===== config.mk =====
export PLATFORM = sky130hd
export DESIGN_NAME = jtag_slave_top
export DESIGN_NICKNAME = d
export VERILOG_FILES = /design/src/common/jtag_slave_pkg.sv /design/src/hw/jtag_slave_top.sv /design/src/hw/tck_gen.sv /design/src/hw/cmd_queue.sv /design/src/hw/jtag_ctrl_regs.sv /design/src/hw/axi_slave/axi_rd_result.sv /design/src/hw/axi_slave/axi_wr_decode.sv
export SDC_FILE = /design/constraint.sdc
export NUM_CORES = 1
export LEC_CHECK = 0
export BUFFER_PORTS_ARGS = -buffer_cell sky130_fd_sc_hd__buf_2
export CORE_MARGIN = 2
export CORE_UTILIZATION = 53
export CTS_BUF_LIST = sky130_fd_sc_hd__clkbuf_8 sky130_fd_sc_hd__clkbuf_16
export DETAILED_ROUTE_END_ITERATION = 10
export PLACE_DENSITY = 0.76
export RECOVER_POWER = 25
export SLEW_MARGIN = 25
export SYNTH_ARGS = -nofsm -noshare
export SYNTH_HDL_FRONTEND = slang
export SYNTH_SLANG_ARGS = --single-unit

===== constraint.sdc =====
create_clock -name clk -period 4.04 [get_ports clk]
set_input_delay 0.202 -clock clk [delete_from_list [all_inputs] [get_ports clk]]
set_output_delay 0.202 -clock clk [all_outputs]
set_load 0.01 [all_outputs]

===== src/common/jtag_slave_pkg.sv =====
`default_nettype none

package jtag_slave_pkg;

    localparam int id_width = 4;

    typedef logic [id_width-1:0] id_t;
    typedef logic [31:0]         addr_t;    // word address
    typedef logic [31:0]         data_t;
    typedef logic [3:0]          strb_t;
    typedef logic [7:0]          len_t;     // beats minus one
    typedef logic [1:0]          burst_t;
    typedef logic [1:0]          resp_t;
    typedef logic [15:0]         period_t;  // tck phase in clk cycles
    typedef logic [3:0]          cmd_t;
    typedef logic [27:0]         cycle_t;

    localparam burst_t burst_fixed = 2'd0;
    localparam burst_t burst_incr  = 2'd1;  // codes 2 and 3 are illegal

    localparam resp_t resp_okay   = 2'b00;
    localparam resp_t resp_slverr = 2'b10;

    // slave register map
    localparam addr_t addr_state = 32'd0;
    localparam addr_t addr_cmd   = 32'd3;   // command queue, write only
    localparam addr_t addr_speed = 32'd4;
    localparam addr_t addr_power = 32'd7;
    localparam addr_t addr_last  = 32'd7;

    localparam int bit_cmd_clear = 16;      // self-clearing
    localparam int bit_cmd_empty = 17;
    localparam int bit_cmd_full  = 18;
    localparam int bit_cmd_done  = 24;

    localparam period_t period_reset  = 16'd1;
    localparam data_t   rd_error_data = 32'hffff_ffff;
    localparam int      cmd_depth     = 8;  // queue entries

    typedef struct packed {
        cmd_t   cmd;
        cycle_t cycles;
    } cmd_word_t;

    typedef struct packed {
        logic  enable;                      // legal beat only
        addr_t addr;
        data_t data;
        strb_t strb;
    } reg_wr_t;

    typedef struct packed {
        period_t high;
        period_t low;
    } tck_cfg_t;

    typedef enum logic [1:0] {
        wr_idle,
        wr_data,
        wr_resp
    } wr_state_e;

    typedef enum logic {
        rd_idle,
        rd_data
    } rd_state_e;

endpackage

`default_nettype wire

===== src/hw/jtag_slave_top.sv =====
`default_nettype none

module jtag_slave_top (
    input  wire                           clk,
    input  wire                           jtag_rstn_sync,
    input  wire jtag_slave_pkg::id_t      wr_addr_id,
    input  wire jtag_slave_pkg::addr_t    wr_addr,
    input  wire jtag_slave_pkg::burst_t   wr_addr_burst,
    input  wire                           wr_addr_valid,
    output logic                          wr_addr_ready,
    input  wire jtag_slave_pkg::data_t    wr_data,
    input  wire jtag_slave_pkg::strb_t    wr_strb,
    input  wire                           wr_data_last,
    input  wire                           wr_data_valid,
    output logic                          wr_data_ready,
    output jtag_slave_pkg::id_t           wr_back_id,
    output jtag_slave_pkg::resp_t         wr_back_resp,
    output logic                          wr_back_valid,
    input  wire                           wr_back_ready,
    input  wire jtag_slave_pkg::id_t      rd_addr_id,
    input  wire jtag_slave_pkg::addr_t    rd_addr,
    input  wire jtag_slave_pkg::len_t     rd_addr_len,
    input  wire jtag_slave_pkg::burst_t   rd_addr_burst,
    input  wire                           rd_addr_valid,
    output logic                          rd_addr_ready,
    output jtag_slave_pkg::id_t           rd_back_id,
    output jtag_slave_pkg::data_t         rd_data,
    output jtag_slave_pkg::resp_t         rd_data_resp,
    output logic                          rd_data_last,
    output logic                          rd_data_valid,
    input  wire                           rd_data_ready,
    output jtag_slave_pkg::cmd_word_t     cmd_word,
    output logic                          cmd_valid,
    input  wire                           cmd_ready,
    input  wire                           cmd_done,
    output logic                          tck,
    output logic                          jtag_rd_en,
    output logic                          jtag_wr_en,
    output logic                          power_on
);
    import jtag_slave_pkg::*;

    reg_wr_t   reg_wr;
    cmd_word_t cmd_push_word;
    tck_cfg_t  tck_cfg;
    data_t     status_word;
    logic      cmd_push;
    logic      cmd_clear;
    logic      cmd_full;
    logic      cmd_empty;

    axi_wr_decode i_wr_decode (.*);

    axi_rd_result i_rd_result (.*);

    jtag_ctrl_regs i_regs (.*);

    cmd_queue #(
        .depth(cmd_depth)
    ) i_cmd_queue (
        .clk           (clk),
        .jtag_rstn_sync(jtag_rstn_sync),
        .clear         (cmd_clear),
        .push          (cmd_push),
        .push_word     (cmd_push_word),
        .pop_ready     (cmd_ready),     // tap engine pops the head
        .head          (cmd_word),
        .head_valid    (cmd_valid),
        .full          (cmd_full),
        .empty         (cmd_empty)
    );

    tck_gen i_tck_gen (.*);

endmodule

`default_nettype wire


===== src/hw/tck_gen.sv =====
`default_nettype none

module tck_gen (
    input  wire                           clk,
    input  wire                           jtag_rstn_sync,
    input  wire jtag_slave_pkg::tck_cfg_t tck_cfg,
    output logic                          tck,
    output logic                          jtag_rd_en,
    output logic                          jtag_wr_en
);
    import jtag_slave_pkg::*;

    period_t cnt;
    period_t phase_len;   // length of the running phase
    period_t high_len;
    period_t low_len;
    logic    phase_end;

    // a programmed 0 runs as one cycle
    assign high_len  = (tck_cfg.high == '0) ? 16'd1 : tck_cfg.high;
    assign low_len   = (tck_cfg.low == '0) ? 16'd1 : tck_cfg.low;
    assign phase_end = (cnt == phase_len);

    always_ff @(posedge clk or negedge jtag_rstn_sync) begin
        if (!jtag_rstn_sync) begin
            tck        <= 1'b0;
            cnt        <= 16'd1;
            phase_len  <= period_reset;
            jtag_rd_en <= 1'b0;
            jtag_wr_en <= 1'b0;
        end else begin
            jtag_rd_en <= phase_end && !tck;  // tdo sample on rise
            jtag_wr_en <= phase_end && tck;   // tdi/tms drive on fall
            if (phase_end) begin
                tck       <= !tck;
                cnt       <= 16'd1;
                phase_len <= tck ? low_len : high_len;  // new cfg picked up here
            end else begin
                cnt <= cnt + 1'b1;
            end
        end
    end

endmodule

`default_nettype wire


===== src/hw/cmd_queue.sv =====
`default_nettype none

module cmd_queue #(
    parameter int depth = 8   // power of two
) (
    input  wire                             clk,
    input  wire                             jtag_rstn_sync,
    input  wire                             clear,
    input  wire                             push,
    input  wire jtag_slave_pkg::cmd_word_t  push_word,
    input  wire                             pop_ready,
    output jtag_slave_pkg::cmd_word_t       head,
    output logic                            head_valid,
    output logic                            full,
    output logic                            empty
);
    import jtag_slave_pkg::*;

    localparam int ptr_w = $clog2(depth);

    cmd_word_t        mem [depth];
    logic [ptr_w-1:0] wr_ptr;
    logic [ptr_w-1:0] rd_ptr;
    logic [ptr_w:0]   count;
    logic             do_push;
    logic             do_pop;

    assign empty   = (count == '0);
    assign full    = (count == (ptr_w + 1)'(depth));
    assign do_push = push && !full;       // dropped when full
    assign do_pop  = pop_ready && !empty;

    always_ff @(posedge clk or negedge jtag_rstn_sync) begin
        if (!jtag_rstn_sync) begin
            wr_ptr <= '0;
            rd_ptr <= '0;
            count  <= '0;
        end else if (clear) begin
            wr_ptr <= '0;
            rd_ptr <= '0;
            count  <= '0;
        end else begin
            if (do_push)
                wr_ptr <= wr_ptr + 1'b1;
            if (do_pop)
                rd_ptr <= rd_ptr + 1'b1;
            case ({do_push, do_pop})
                2'b10:   count <= count + 1'b1;
                2'b01:   count <= count - 1'b1;
                default: count <= count;
            endcase
        end
    end

    always_ff @(posedge clk) begin
        if (do_push)
            mem[wr_ptr] <= push_word;
    end

    assign head       = mem[rd_ptr];    // show-ahead
    assign head_valid = !empty;

endmodule

`default_nettype wire


===== src/hw/jtag_ctrl_regs.sv =====
`default_nettype none

module jtag_ctrl_regs (
    input  wire                           clk,
    input  wire                           jtag_rstn_sync,
    input  wire jtag_slave_pkg::reg_wr_t  reg_wr,
    input  wire                           cmd_empty,
    input  wire                           cmd_full,
    input  wire                           cmd_done,
    output logic                          cmd_push,
    output jtag_slave_pkg::cmd_word_t     cmd_push_word,
    output logic                          cmd_clear,
    output jtag_slave_pkg::data_t         status_word,
    output jtag_slave_pkg::tck_cfg_t      tck_cfg,
    output logic                          power_on
);
    import jtag_slave_pkg::*;

    logic clear_q;
    logic wr_state;
    logic wr_speed;
    logic wr_power;

    assign wr_state = reg_wr.enable && (reg_wr.addr == addr_state);
    assign wr_speed = reg_wr.enable && (reg_wr.addr == addr_speed);
    assign wr_power = reg_wr.enable && (reg_wr.addr == addr_power);

    always_ff @(posedge clk or negedge jtag_rstn_sync) begin
        if (!jtag_rstn_sync) begin
            clear_q <= 1'b0;
            tck_cfg <= '{high: period_reset, low: period_reset};
            power_on <= 1'b0;
        end else begin
            // only the clear bit is writable here, and only for one cycle
            clear_q <= wr_state && reg_wr.strb[bit_cmd_clear / 8]
                    && reg_wr.data[bit_cmd_clear];
            if (wr_speed) begin
                for (int i = 0; i < 4; i++) begin
                    if (reg_wr.strb[i])
                        tck_cfg[8*i +: 8] <= reg_wr.data[8*i +: 8];
                end
            end
            if (wr_power && reg_wr.strb[0])
                power_on <= reg_wr.data[0];
        end
    end

    assign cmd_clear = clear_q;

    // queue words go in whole, strobes ignored
    assign cmd_push      = reg_wr.enable && (reg_wr.addr == addr_cmd);
    assign cmd_push_word = cmd_word_t'(reg_wr.data);

    always_comb begin
        status_word                = '0;  // reserved bits
        status_word[bit_cmd_clear] = clear_q;
        status_word[bit_cmd_empty] = cmd_empty;
        status_word[bit_cmd_full]  = cmd_full;
        status_word[bit_cmd_done]  = cmd_done;
    end

endmodule

`default_nettype wire


===== src/hw/axi_slave/axi_rd_result.sv =====
`default_nettype none

module axi_rd_result (
    input  wire                          clk,
    input  wire                          jtag_rstn_sync,
    input  wire jtag_slave_pkg::id_t     rd_addr_id,
    input  wire jtag_slave_pkg::addr_t   rd_addr,
    input  wire jtag_slave_pkg::len_t    rd_addr_len,
    input  wire jtag_slave_pkg::burst_t  rd_addr_burst,
    input  wire                          rd_addr_valid,
    output logic                         rd_addr_ready,
    output jtag_slave_pkg::id_t          rd_back_id,
    output jtag_slave_pkg::data_t        rd_data,
    output jtag_slave_pkg::resp_t        rd_data_resp,
    output logic                         rd_data_last,
    output logic                         rd_data_valid,
    input  wire                          rd_data_ready,
    input  wire jtag_slave_pkg::data_t   status_word,
    input  wire jtag_slave_pkg::tck_cfg_t tck_cfg,
    input  wire                          power_on
);
    import jtag_slave_pkg::*;

    rd_state_e state;
    rd_state_e state_nxt;
    id_t       id_q;
    addr_t     addr_q;
    len_t      len_q;
    burst_t    burst_q;
    len_t      beat_cnt;
    logic      err_q;
    logic      beat_err;
    logic      beat_bad;
    logic      addr_hs;
    logic      data_hs;
    data_t     reg_sel;

    assign addr_hs = rd_addr_valid && rd_addr_ready;
    assign data_hs = rd_data_valid && rd_data_ready;

    // rd_data is also a port name, hence the scoped state literal
    always_comb begin
        state_nxt = state;
        case (state)
            rd_idle:                 if (addr_hs) state_nxt = jtag_slave_pkg::rd_data;
            jtag_slave_pkg::rd_data: if (data_hs && rd_data_last) state_nxt = rd_idle;
            default:                 state_nxt = rd_idle;
        endcase
    end

    // addr_cmd is write only on this side
    assign beat_err = (burst_q != burst_fixed && burst_q != burst_incr)
                   || (addr_q > addr_last)
                   || (addr_q inside {32'd1, 32'd2, addr_cmd, 32'd5, 32'd6});
    assign beat_bad = beat_err || err_q;

    always_ff @(posedge clk or negedge jtag_rstn_sync) begin
        if (!jtag_rstn_sync) begin
            state    <= rd_idle;
            beat_cnt <= '0;
            err_q    <= 1'b0;
        end else begin
            state <= state_nxt;
            if (addr_hs) begin
                beat_cnt <= '0;
                err_q    <= 1'b0;
            end else if (data_hs) begin
                beat_cnt <= beat_cnt + 1'b1;
                err_q    <= beat_bad;   // sticky for later beats
            end
        end
    end

    always_ff @(posedge clk) begin
        if (addr_hs) begin
            id_q    <= rd_addr_id;
            addr_q  <= rd_addr;
            len_q   <= rd_addr_len;
            burst_q <= rd_addr_burst;
        end else if (data_hs && burst_q == burst_incr) begin
            addr_q <= addr_q + 1'b1;
        end
    end

    always_comb begin
        case (addr_q)
            addr_state: reg_sel = status_word;
            addr_speed: reg_sel = tck_cfg;          // high phase in upper half
            addr_power: reg_sel = {31'd0, power_on};
            default:    reg_sel = rd_error_data;
        endcase
    end

    assign rd_addr_ready = (state == rd_idle);
    assign rd_data_valid = (state == jtag_slave_pkg::rd_data);  // every register is ready at once
    assign rd_data_last  = rd_data_valid && (beat_cnt == len_q);
    assign rd_data       = beat_bad ? rd_error_data : reg_sel;
    assign rd_data_resp  = beat_bad ? resp_slverr : resp_okay;
    assign rd_back_id    = id_q;

endmodule

`default_nettype wire


===== src/hw/axi_slave/axi_wr_decode.sv =====
`default_nettype none

module axi_wr_decode (
    input  wire                        clk,
    input  wire                        jtag_rstn_sync,
    input  wire jtag_slave_pkg::id_t   wr_addr_id,
    input  wire jtag_slave_pkg::addr_t wr_addr,
    input  wire jtag_slave_pkg::burst_t wr_addr_burst,
    input  wire                        wr_addr_valid,
    output logic                       wr_addr_ready,
    input  wire jtag_slave_pkg::data_t wr_data,
    input  wire jtag_slave_pkg::strb_t wr_strb,
    input  wire                        wr_data_last,
    input  wire                        wr_data_valid,
    output logic                       wr_data_ready,
    output jtag_slave_pkg::id_t        wr_back_id,
    output jtag_slave_pkg::resp_t      wr_back_resp,
    output logic                       wr_back_valid,
    input  wire                        wr_back_ready,
    input  wire                        cmd_full,
    output jtag_slave_pkg::reg_wr_t    reg_wr
);
    import jtag_slave_pkg::*;

    wr_state_e state;
    wr_state_e state_nxt;
    id_t       id_q;
    addr_t     addr_q;
    burst_t    burst_q;
    logic      err_q;
    logic      beat_err;
    logic      addr_hs;
    logic      data_hs;

    assign addr_hs = wr_addr_valid && wr_addr_ready;
    assign data_hs = wr_data_valid && wr_data_ready;

    // the data state literal shares its name with the wr_data port
    always_comb begin
        state_nxt = state;
        case (state)
            wr_idle:                 if (addr_hs) state_nxt = jtag_slave_pkg::wr_data;
            jtag_slave_pkg::wr_data: if (data_hs && wr_data_last) state_nxt = wr_resp;
            wr_resp:                 if (wr_back_ready) state_nxt = wr_idle;
            default:                 state_nxt = wr_idle;
        endcase
    end

    // bad burst code, out of map, or a dropped / read-only address
    assign beat_err = (burst_q != burst_fixed && burst_q != burst_incr)
                   || (addr_q > addr_last)
                   || (addr_q inside {32'd1, 32'd2, 32'd5, 32'd6});

    always_ff @(posedge clk or negedge jtag_rstn_sync) begin
        if (!jtag_rstn_sync) begin
            state <= wr_idle;
            err_q <= 1'b0;
        end else begin
            state <= state_nxt;
            if (addr_hs)
                err_q <= 1'b0;
            else if (data_hs && beat_err)
                err_q <= 1'b1;  // held to the response
        end
    end

    always_ff @(posedge clk) begin
        if (addr_hs) begin
            id_q    <= wr_addr_id;
            addr_q  <= wr_addr;
            burst_q <= wr_addr_burst;
        end else if (data_hs && burst_q == burst_incr) begin
            addr_q <= addr_q + 1'b1;
        end
    end

    assign wr_addr_ready = (state == wr_idle);
    // queue back-pressure stalls the beat at addr_cmd
    assign wr_data_ready = (state == jtag_slave_pkg::wr_data)
                        && !(addr_q == addr_cmd && cmd_full);
    assign wr_back_valid = (state == wr_resp);
    assign wr_back_id    = id_q;
    assign wr_back_resp  = err_q ? resp_slverr : resp_okay;

    assign reg_wr = '{enable: data_hs && !beat_err, addr: addr_q, data: wr_data, strb: wr_strb};

endmodule

`default_nettype wire


==> qor.csv, run 1 <==
stage,metric,value,unit
critical_path,r2r_cells,11,
critical_path,crit_required,3.84,ns
sta,skew,0.0366,ns
critical_path,critical_path.max_fanout,32,
global_route,grt_pass1_wl,71.4,mm
sta,tightest_slew,1.08,ns
layout,fillerInstances,2429,
yosys,yosysTopAreaCell,edfxtp_1,
sta,grt_setup_unrepaired,no,
yosys,synth.area.top_cells,"edfxtp_1 54%, dfrtp_1 12%, mux4_2 7.6%",
sta,period_minus_slack,3.48,ns
sta,setup_viol,0,
yosys,synth_cells,1296,
flow_run,cap_violations,0,
global_route,grt_pass1_vias,12800,
yosys,avgSynthCellArea,14.7,um2
critical_path,cpMostUsedCell,nor4_1,
layout,layout_commonest_cell,edfxtp_1,
clock_network,cts_sinks,432,
yosys,ys_seq_elements,432,
clock_network,clockBufferDepth,3,
sta,whs,0.0116,ns
clock_network,tritoncts,yes,
sta,hold_viol,0,
route,wl_per_cell,21.2,um
floorplan,die_h,194,um
global_route,gr-total-overflow,0,
critical_path,cp_slowest_cell,edfxtp_1,
layout,finalCoreUtilization,65.8,%
floorplan,core_area,35500,um2
clock_network,post_cts_resized,0,
yosys,ys_types,60,
critical_path,crit_cells,8,
yosys,syn_area,19000,um2
yosys,synth_top_area_share,53.6,%
route,drt_iter0_drc,1087,
critical_path,worstPathArrival,3.28,ns
global_route,grt_start_max_net_pins,86,
sta,max_slew_margin,28.1,%
place,gp_congestion,0.841,
clock_network,clock_latency,0.57,ns
yosys,seq_area_frac_synth,65.7,%
floorplan,initial_core_util,53.7,%
route,wl_met3,3.58,mm
layout,most-common-layout-cells,"340 x edfxtp_1, 182 x buf_2, 161 x nand2_1, 120 x dlygate4sd3_1, 86 x dfrtp_1",
hold_path,whs_path_depth,3,
floorplan,io-pin-count,217,
critical_path,end_kind,output port,
critical_path,max_stage_delay,0.47,ns
layout,synthToLayoutAreaGrowth,22.6,%
critical_path,cp_num_buf_inv,2,
route,dr.pass1.iters,6,
place,dp_hpwl,27.6,mm
layout,layout-drive-gt1-share,24.7,%
clock_network,cts_buffers,45,
sta,fmax,287,MHz
route,wl,45.4,mm
floorplan,dieWidth,194,um
route,ant_nets,0,
route,remaining_drc_errors,0,
global_route,antenna_found_initial,0,
critical_path,worstSetupStartpointType,register,
sta,post-route-period-util,86.1,%
critical_path,path_delay_family,simple AND/OR/NAND/NOR gates,
critical_path,timing_worst_setup_path_type,reg -> out,
route,met1_length,18.2,mm
layout,nNetsFinal,1787,
route,vias_per_cell,5.74,
route,dr_wl_met2,22.6,mm
floorplan,die-area,37500,um2
route,vias,12300,
clock_network,cts_root_buf,clkbuf_16,
yosys,yosysWarnings,0,
pwr,peakVddDrop,0.000589,V
hold_path,hp-class,in -> reg,
sta,slew_viol_final,0,
floorplan,num_rows,69,
pwr,total_leakage_power,8.43,nW
global_route,grtUsageTotal,24.5,%
clock_network,path_clk_slew,0.06,ns
yosys,synth_edf_count,340,
clock_network,htreeDepth,2,
yosys,synthArstFlopShare,21.3,%
run_status,outcome,"complete, no violations",
yosys,synth_ff_type,edfxtp_1,
critical_path,path_cells,"nor4_1, nand4_1, nor4_1, and3_1, nor2b_2, buf_4, o311ai_0, buf_2",
place,io_buffers,214,
route,top_layer_used,met4,
pwr,p_per_area,426,nW/um2
[stage by stage]
stage          power [W]  setup WS [ns]  setup TNS [ns]  cells  instance area [um2]
2_1_floorplan    0.00558         -0.369          -53.35   1297                19100
3_3_place_gp     0.00580          0.886               0   1936                20700
3_5_place_dp     0.00582          0.812               0   1936                20700
4_1_cts          0.00999          0.631               0   2139                23400
5_1_grt           0.0103          0.253               0   2139                23300
6_report         0.00994          0.562               0   2140                23300
[report_power, final]
| group | total [W] | internal [W] | leakage (nW) | switching, W |
|---|---|---|---|---|
| logic | 0.000696 | 0.000321 | 3.35 | 0.000374 |
| clock network | 0.00409 | 0.00239 | 0.767 | 0.00170 |
| registers | 0.00516 | 0.00499 | 4.31 | 0.000170 |
| total | 0.00994 | 0.00770 | 8.43 | 0.00224 |
[repair_timing]
| item | in CTS | in global routing |
|---|---|---|
| hold endpoints to repair | 406 | 0 |
| setup endpoints to repair | 0 | 0 |
| hold buffers | 120 | 0 |
| setup buffers | 0 | 0 |
[layer usage]
metal  GRT usage, %  vias up
met5              0        -
met1           32.6     6151
met2           41.3      496
met3           5.06       72
li1               -     5567
met4           6.47        0
[registers in the layout (all words and copies together), names as in the netlist, 2 cells and up]
register and count:
i_rd_result.beat_cnt 8, i_cmd_queue.wr_ptr 3, i_cmd_queue.mem 256, i_tck_gen.phase_len 16, i_regs.tck_cfg 32, i_wr_decode.wr_back_id 4, i_cmd_queue.count 4, i_cmd_queue.rd_ptr 3
i_wr_decode.addr_q 32, i_rd_result.len_q 8, i_rd_result.burst_q 2, i_rd_result.addr_q 32, i_rd_result.rd_back_id 4, i_tck_gen.cnt 16, i_wr_decode.state 2, i_wr_decode.burst_q 2
[final timing paths]
path / start / to / slack [ns]
worst max-delay path: i_rd_result.addr_q[19]$_DFFE_PP_ / rd_data[17] / 0.56
worst min-delay path: wr_addr[23] / i_wr_decode.addr_q[23]$_DFFE_PP_ / 0.01
worst max register to register: i_wr_decode.addr_q[0]$_DFFE_PP_ / i_cmd_queue.count[3]$_DFFE_PN0P_ / 0.74
worst min register to register: i_wr_decode.err_q$_DFFE_PN0P_ / i_wr_decode.err_q$_DFFE_PN0P_ / 0.50
max in group asynchronous: jtag_rstn_sync / i_tck_gen.phase_len[0]$_DFFE_PN1N_ / 2.72
min in group asynchronous: jtag_rstn_sync / i_rd_result.rd_data_valid$_DFF_PN0_ / 0.29
[cell type report]
| type | count | area [um2] | share of cell area [%] |
|---|---|---|---|
| flip-flops and latches | 432 | 12500 | 53.6 |
| multi-input cells | 791 | 6280 | 26.9 |
| repair buffers | 354 | 2410 | 10.3 |
| clock buffers | 50 | 1190 | 5.12 |
| well taps | 461 | 577 | 2.47 |
| clock inverters | 33 | 292 | 1.25 |
| inverters | 18 | 67.6 | 0.289 |
| diodes | 1 | 2.50 | 0.0107 |
[kinds of logic after synthesis]
| group | share of synthesized area [%] |
|---|---|
| DFF | 65.7 |
| and+or+nand+nor | 11.0 |
| other | 0.0197 |
| adders and majority gates | 1.02 |
| AOI/OAI and AO/OA | 3.25 |
| buffers and inverters | 1.68 |
| xor gates and xnor gates | 4.74 |
| muxes | 12.5 |
[Yosys cell counts, types with 2 or more instances]
cell      count
o21ai_1      10
inv_1        16
or3_1         6
nand2_4       4
nor3b_1       7
dfrtp_1      88
nor2_1       71
nor3_1       13
xnor2_1      57
and3_1       15
nor4_1       18
nand2_2       2
buf_4         5
ha_1         14
or4_1         3
buf_2        12
a22o_1        2
nand3_1      34
buf_1         6
nand2b_1      6
nand2_1     161
edfxtp_1    340
and4_1        6
xor2_1       46
a21o_1        2
nand4_1      30
nor2b_1       6
dfstp_2       4
nor4_4        4
a22oi_1       3
mux2_1       33
nor4_2        7
and2_1        5
or2_2         2
mux4_2       64
clkbuf_1     32
mux2_2       37
o21ai_0      56
a21oi_1      33
mux2i_1      16
[worst reg2reg max path: stages (launching register included)]
cell	delay [ns]
edfxtp_1	0.45
ha_1	0.27
nor4_4	0.32
nand2b_4	0.11
or4_4	0.53
o21ai_4	0.17
inv_2	0.11
ha_1	0.28
a21o_1	0.18
a21oi_1	0.21
mux2i_1	0.22
mux2_1	0.33
Note: power is estimated with default switching activity, not from simulation.
==> run 2: changes to the inputs <==
--- a/config.mk
+++ b/config.mk
@@ -10,6 +10,7 @@
 export CORE_UTILIZATION = 53
 export CTS_BUF_LIST = sky130_fd_sc_hd__clkbuf_8 sky130_fd_sc_hd__clkbuf_16
 export DETAILED_ROUTE_END_ITERATION = 10
+export MAX_ROUTING_LAYER = met4
 export PLACE_DENSITY = 0.76
 export RECOVER_POWER = 25
 export SLEW_MARGIN = 25
==> run 2 against run 1 <==
Effect of this change:
- flip-flop and latch count unchanged
- sequential power about the same
- register-to-register slack got worse by 0.02 ns
- wire length about the same
- worst hold slack got worse by 0.0024 ns
- critical path type unchanged
- critical endpoint unchanged
==> qor.csv, run 2 (same netlist as run 1, synthesis figures left out) <==
stage,metric,value,unit,change
critical_path,worstSetupStartpointType,register,,unchanged
hold_path,hp-class,in -> reg,,unchanged
sta,fmax,288,MHz,was 287 MHz
pwr,p_switching,0.00224,W,about the same
floorplan,dieWidth,194,um,unchanged
route,ant_nets,0,,unchanged
run_status,outcome,"complete, no violations",,unchanged
layout,layout_commonest_cell,edfxtp_1,,unchanged
global_route,antenna_found_initial,0,,unchanged
layout,regMostFlops,i_cmd_queue.mem,,unchanged
clock_network,cts_buffers,45,,unchanged
clock_network,clock_latency,0.57,ns,about the same
flow_run,cap_violations,0,,unchanged
pwr,power_frac_comb,7.0,%,about the same
critical_path,cp-startpoint,i_rd_result.addr_q[19]$_DFFE_PP_,,unchanged
floorplan,die_h,194,um,unchanged
critical_path,critical_path.max_fanout,32,,unchanged
route,wl,45.4,mm,about the same
place,dp_hpwl,27.6,mm,unchanged
floorplan,initial_core_util,53.7,%,unchanged
pwr,p_seq_share,51.9,%,about the same
clock_network,tritoncts,yes,,unchanged
critical_path,r2r_cells,11,,unchanged
global_route,grt_pass1_vias,12800,,about the same
pwr,internal_power,0.00770,W,about the same
route,remaining_drc_errors,0,,unchanged
clock_network,htreeDepth,2,,unchanged
hold_path,hp-start,wr_addr[23],,unchanged
place,io_buffers,214,,unchanged
pwr,p_per_area,426,nW/um2,about the same
route,wl_per_cell,21.2,um,about the same
critical_path,crit_end,rd_data[17],,unchanged
pwr,total_leakage_power,8.43,nW,unchanged
global_route,grt_pass1_wl,71.4,mm,about the same
sta,grt_setup_unrepaired,no,,unchanged
sta,fin_ws,0.563,ns,was 0.562 ns
sta,hold_viol,0,,unchanged
critical_path,r2r_end,i_cmd_queue.count[3]$_DFFE_PN0P_,,unchanged
global_route,grt_start_max_net_pins,86,,unchanged
layout,layout-drive-gt1-share,24.7,%,unchanged
floorplan,io-pin-count,217,,unchanged
route,dr.pass1.iters,5,,was 6
layout,nNetsFinal,1787,,unchanged
critical_path,rrSetupSlack,0.72,ns,was 0.74 ns
pwr,pwr-share-clk,41.1,%,about the same
clock_network,post_cts_resized,0,,unchanged
clock_network,cts_root_buf,clkbuf_16,,unchanged
layout,synthToLayoutAreaGrowth,22.6,%,unchanged
critical_path,timing_worst_setup_path_type,reg -> out,,unchanged
layout,most-common-layout-cells,"340 x edfxtp_1, 182 x buf_2, 161 x nand2_1, 120 x dlygate4sd3_1, 86 x dfrtp_1",,unchanged
pwr,power,0.00994,W,about the same
critical_path,reg2reg_from,i_wr_decode.addr_q[0]$_DFFE_PP_,,unchanged
sta,slew_viol_final,0,,unchanged
sta,skew,0.0359,ns,was 0.0366 ns
pwr,peakVddDrop,0.000589,V,about the same
place,place_inst,1936,,unchanged
place,gp_congestion,0.857,,was 0.841
layout,instances_no_fill,2140,,unchanged
sta,period_minus_slack,3.48,ns,about the same
route,drt_iter0_drc,1095,,was 1087
route,vias_per_cell,5.74,,about the same
floorplan,die-area,37500,um2,unchanged
sta,tightest_slew,1.05,ns,was 1.08 ns
global_route,grtUsageTotal,25.2,%,was 24.5%
route,vias,12300,,about the same
floorplan,core_area,35500,um2,unchanged
sta,max_slew_margin,30.2,%,was 28.1%
clock_network,clockBufferDepth,3,,unchanged
sta,setup_viol,0,,unchanged
floorplan,num_rows,69,,unchanged
critical_path,crit_required,3.84,ns,about the same
pwr,swShare,22.6,%,was 22.5%
critical_path,worstPathArrival,3.28,ns,about the same
global_route,gr-total-overflow,0,,unchanged
critical_path,end_kind,output port,,unchanged
place,place_ws,0.812,ns,unchanged
layout,largest_register_ffs,256,,unchanged
sta,post-route-period-util,86.1,%,about the same
clock_network,cts_sinks,432,,unchanged
clock_network,path_clk_slew,0.06,ns,about the same
## run 2: cell counts in the layout (fill, tap and decap cells not counted)
No cell type changed its count.
## run 2: final cells by class
class	instances	area (um2)
sequential	432	12500
inverter	18	67.6
fill	2429	12100
timing repair buffer	354	2410
clock buffer	50	1190
tap	461	577
clock inverter	33	292
multi-input combinational	791	6280
antenna	1	2.50
## run 2: layer usage
layer  up-vias  track usage (%)  share of wire [%]
li1       5558                -                  -
met1      6139             32.8                 40
met2       514             41.4                 50
met3        80             4.71                7.9
met4         0             6.33                2.3
met5         -                -                  0
## run 2: repair_timing
item,CTS,global route
buffers inserted,0,0
endpoints found under the hold margin,406,0
hold buffers,120,0
## run 2: how the worst min path moves through the flow
stage                                     endpoint  slack [ns]  cells past startpoint
2_1_floorplan     i_cmd_queue.count[0]$_DFFE_PN0P_       -0.09                      0
3_3_place_gp   i_rd_result.rd_data_valid$_DFF_PN0_        0.33                      1
3_5_place_dp   i_rd_result.rd_data_valid$_DFF_PN0_        0.33                      1
4_1_cts           i_cmd_queue.mem[1][16]$_DFFE_PP_       0.002                      1
5_1_grt           i_wr_decode.addr_q[23]$_DFFE_PP_        0.01                      3
6_report          i_wr_decode.addr_q[23]$_DFFE_PP_       0.009                      3
## run 2: critical path, stage by stage (launching register included)
cell and delay (ns):
edfxtp_1 0.47, nor4_1 0.38, nand4_1 0.23, nor4_1 0.37
and3_1 0.22, nor2b_2 0.13, buf_4 0.33, o311ai_0 0.34
buf_2 0.25
## run 2: stage by stage
step                hold slack [ns]  setup TNS, ns  instance area, um2  util [%]
finish                      0.00917              0               23300      65.8
global route                 0.0130              0               23300      65.8
CTS                         0.00240              0               23400      65.9
detailed placement            0.332              0               20700      58.3
global placement              0.329              0               20700      58.3
floorplan                   -0.0936         -53.35               19100         -
## run 2: power groups by stage
stage	Sequential [W]	Clock (W)	Combinational [W]
global placement	0.00523	0	0.000566
CTS	0.00515	0.00416	0.000684
finish	0.00516	0.00409	0.000696
global route	0.00517	0.00435	0.000768
floorplan	0.00520	0	0.000381
detailed placement	0.00524	0	0.000582
==> run 3: changes to the inputs <==
--- a/config.mk
+++ b/config.mk
@@ -10,8 +10,9 @@
 export CORE_UTILIZATION = 53
 export CTS_BUF_LIST = sky130_fd_sc_hd__clkbuf_8 sky130_fd_sc_hd__clkbuf_16
 export DETAILED_ROUTE_END_ITERATION = 10
+export GPL_TIMING_DRIVEN = 1
 export MAX_ROUTING_LAYER = met4
-export PLACE_DENSITY = 0.76
+export PLACE_DENSITY = 0.79
 export RECOVER_POWER = 25
 export SLEW_MARGIN = 25
 export SYNTH_ARGS = -nofsm -noshare
==> run 3 against run 2 <==
Effect of this change:
- via count increased by 0.72%
- combinational power grew 0.9%
- sequential power is essentially flat
- flip-flop and latch count did not move
- power grew 0.14%
- critical path type unchanged
- largest cell class unchanged
- non-clock buffer count rose by 7
- setup slack improved by 0.020 ns
- clock power is essentially flat
- first-iteration DRC count is 2.2% higher
- register-to-register slack better by 0.12 ns
- critical path depth is 1 lower
==> qor.csv, run 3 (same netlist as run 1, synthesis figures left out) <==
stage,metric,value,unit,change
critical_path,worstSetupStartpointType,register,,unchanged
sta,max_slew_margin,41.3,%,was 30.2%
sta,fmax,289,MHz,was 288 MHz
route,wl_per_cell,21.7,um,was 21.2 um
layout,instances_no_fill,2147,,was 2140
global_route,gr-total-overflow,0,,unchanged
critical_path,critical_path.max_fanout,4,,was 32
place,gp_congestion,0.851,,was 0.857
route,dr.pass1.iters,9,,was 5
critical_path,worstPathArrival,3.25,ns,was 3.28 ns
pwr,peakVddDrop,0.000485,V,was 0.000589 V
place,io_buffers,214,,unchanged
floorplan,die-area,37500,um2,unchanged
route,drt_iter0_drc,1119,,was 1095
clock_network,htreeDepth,2,,unchanged
layout,register_area,12500,um2,about the same
hold_path,whs_path_depth,3,,unchanged
flow_run,cap_violations,0,,unchanged
clock_network,clockBufferDepth,3,,unchanged
global_route,antenna_found_initial,2,,was 0
critical_path,rrSetupSlack,0.84,ns,was 0.72 ns
hold_path,hp-class,in -> reg,,unchanged
clock_network,post_cts_resized,0,,unchanged
layout,multi_input_area,6280,um2,unchanged
critical_path,r2r_cells,11,,unchanged
hold_path,holdPathEnd,i_regs.tck_cfg[13]$_DFFE_PN0P_,,was i_wr_decode.addr_q[23]$_DFFE_PP_
global_route,grtUsageTotal,25.8,%,was 25.2%
floorplan,num_rows,69,,unchanged
pwr,total_leakage_power,8.45,nW,was 8.43 nW
layout,nNetsFinal,1793,,was 1787
clock_network,path_clk_slew,0.06,ns,about the same
run_status,outcome,"complete, no violations",,unchanged
critical_path,reg2reg_from,i_wr_decode.addr_q[0]$_DFFE_PP_,,unchanged
critical_path,r2r_end,i_cmd_queue.count[3]$_DFFE_PN0P_,,unchanged
floorplan,die_h,194,um,unchanged
route,remaining_drc_errors,0,,unchanged
clock_network,cts_buffers,44,,was 45
sta,hold_viol,0,,unchanged
floorplan,initial_core_util,53.7,%,unchanged
clock_network,clock_latency,0.57,ns,about the same
sta,period_minus_slack,3.46,ns,was 3.48 ns
critical_path,timing_worst_setup_path_type,reg -> out,,unchanged
route,vias_per_cell,5.77,,was 5.74
route,ant_nets,0,,unchanged
layout,synthToLayoutAreaGrowth,22.8,%,was 22.6%
place,place_inst,1939,,was 1936
global_route,grt_start_max_net_pins,72,,was 86
global_route,grt_pass1_wl,72.6,mm,was 71.4 mm
sta,tightest_slew,0.879,ns,was 1.05 ns
sta,grt_setup_unrepaired,no,,unchanged
pwr,p_per_area,426,nW/um2,about the same
sta,post-route-period-util,85.6,%,was 86.1%
hold_path,hp-start,wr_strb[1],,was wr_addr[23]
layout,regMostFlops,i_cmd_queue.mem,,unchanged
sta,skew,0.0279,ns,was 0.0359 ns
layout,fillerInstances,2415,,was 2429
sta,slew_viol_final,0,,unchanged
floorplan,dieWidth,194,um,unchanged
route,wl,46.5,mm,was 45.4 mm
layout,layout_commonest_cell,edfxtp_1,,unchanged
place,dp_hpwl,28.5,mm,was 27.6 mm
clock_network,cts_root_buf,clkbuf_16,,unchanged
layout,largest_register_ffs,256,,unchanged
critical_path,crit_required,3.84,ns,about the same
layout,layout-drive-gt1-share,25.4,%,was 24.7%
global_route,grt_pass1_vias,12800,,about the same
route,vias,12400,,was 12300
floorplan,core_area,35500,um2,unchanged
floorplan,io-pin-count,217,,unchanged
clock_network,cts_sinks,432,,unchanged
critical_path,end_kind,output port,,unchanged
layout,most-common-layout-cells,"340 x edfxtp_1, 184 x buf_2, 161 x nand2_1, 124 x dlygate4sd3_1, 85 x dfrtp_1",,"was 340 x edfxtp_1, 182 x buf_2, 161 x nand2_1, 120 x dlygate4sd3_1, 86 x dfrtp_1"
clock_network,tritoncts,yes,,unchanged
sta,setup_viol,0,,unchanged
sta,whs,0.0537,ns,was 0.00917 ns
## run 3: critical path, stage by stage (launching register included)
cell and delay [ns]:
edfxtp_1 0.44, or4_1 0.58, nor2_1 0.14, and3_1 0.19
nor3b_1 0.73, a22oi_1 0.31, nand2_1 0.16, buf_2 0.14
## run 3: through the flow
stage	total power (W)	worst slack [ns]	utilization (%)	cell area, um2	TNS (ns)
4_1_cts	0.0100	0.584	66.0	23400	0
5_1_grt	0.0103	0.347	65.9	23400	0
6_report	0.00996	0.583	65.9	23400	0
2_1_floorplan	0.00558	-0.369	-	19100	-53.35
3_3_place_gp	0.00579	0.888	58.4	20700	0
3_5_place_dp	0.00582	0.845	58.4	20700	0
## run 3: how the worst max path moves through the flow
stage                                      from                          endpoint  slack (ns)  cells after the start
2_1_floorplan   i_wr_decode.addr_q[0]$_DFFE_PP_   i_cmd_queue.mem[4][0]$_DFFE_PP_       -0.37                      7
3_3_place_gp    i_wr_decode.addr_q[0]$_DFFE_PP_  i_cmd_queue.count[3]$_DFFE_PN0P_        0.89                     11
3_5_place_dp    i_wr_decode.addr_q[0]$_DFFE_PP_  i_cmd_queue.count[3]$_DFFE_PN0P_        0.84                     11
4_1_cts         i_rd_result.addr_q[6]$_DFFE_PP_                       rd_data[16]        0.58                      7
5_1_grt        i_rd_result.addr_q[19]$_DFFE_PP_                       rd_data[17]        0.35                      8
6_report        i_rd_result.addr_q[6]$_DFFE_PP_                       rd_data[16]        0.58                      7
## run 3: what timing repair did
item,CTS,global route
hold buffers,124,0
setup buffers,0,0
hold endpoints to repair,440,0
## run 3: final cells by class
cell class | count | area share (%)
Multi-Input combinational cell | 791 | 26.8
Clock inverter | 30 | 1.13
Inverter | 18 | 0.289
Tap cell | 461 | 2.47
Timing Repair Buffer | 361 | 10.5
Clock buffer | 51 | 5.17
Antenna cell | 3 | 0.0321
Sequential cell | 432 | 53.5
## run 3: power breakdown
| group | switching, W | internal (W) | leakage (nW) | total (W) |
|---|---|---|---|---|
| clock | 0.00169 | 0.00240 | 0.747 | 0.00409 |
| sequential | 0.000177 | 0.00499 | 4.31 | 0.00516 |
| combinational | 0.000378 | 0.000324 | 3.39 | 0.000702 |
## run 3: metal layers
| layer | vias up | wire [um] | GRT usage (%) |
|---|---|---|---|
| met1 | 6173 | 18200 | 32.8 |
| li1 | 5567 | - | - |
| met5 | - | 0 | - |
| met3 | 90 | 4080 | 6.07 |
| met4 | 0 | 1130 | 6.90 |
| met2 | 550 | 23100 | 42.2 |
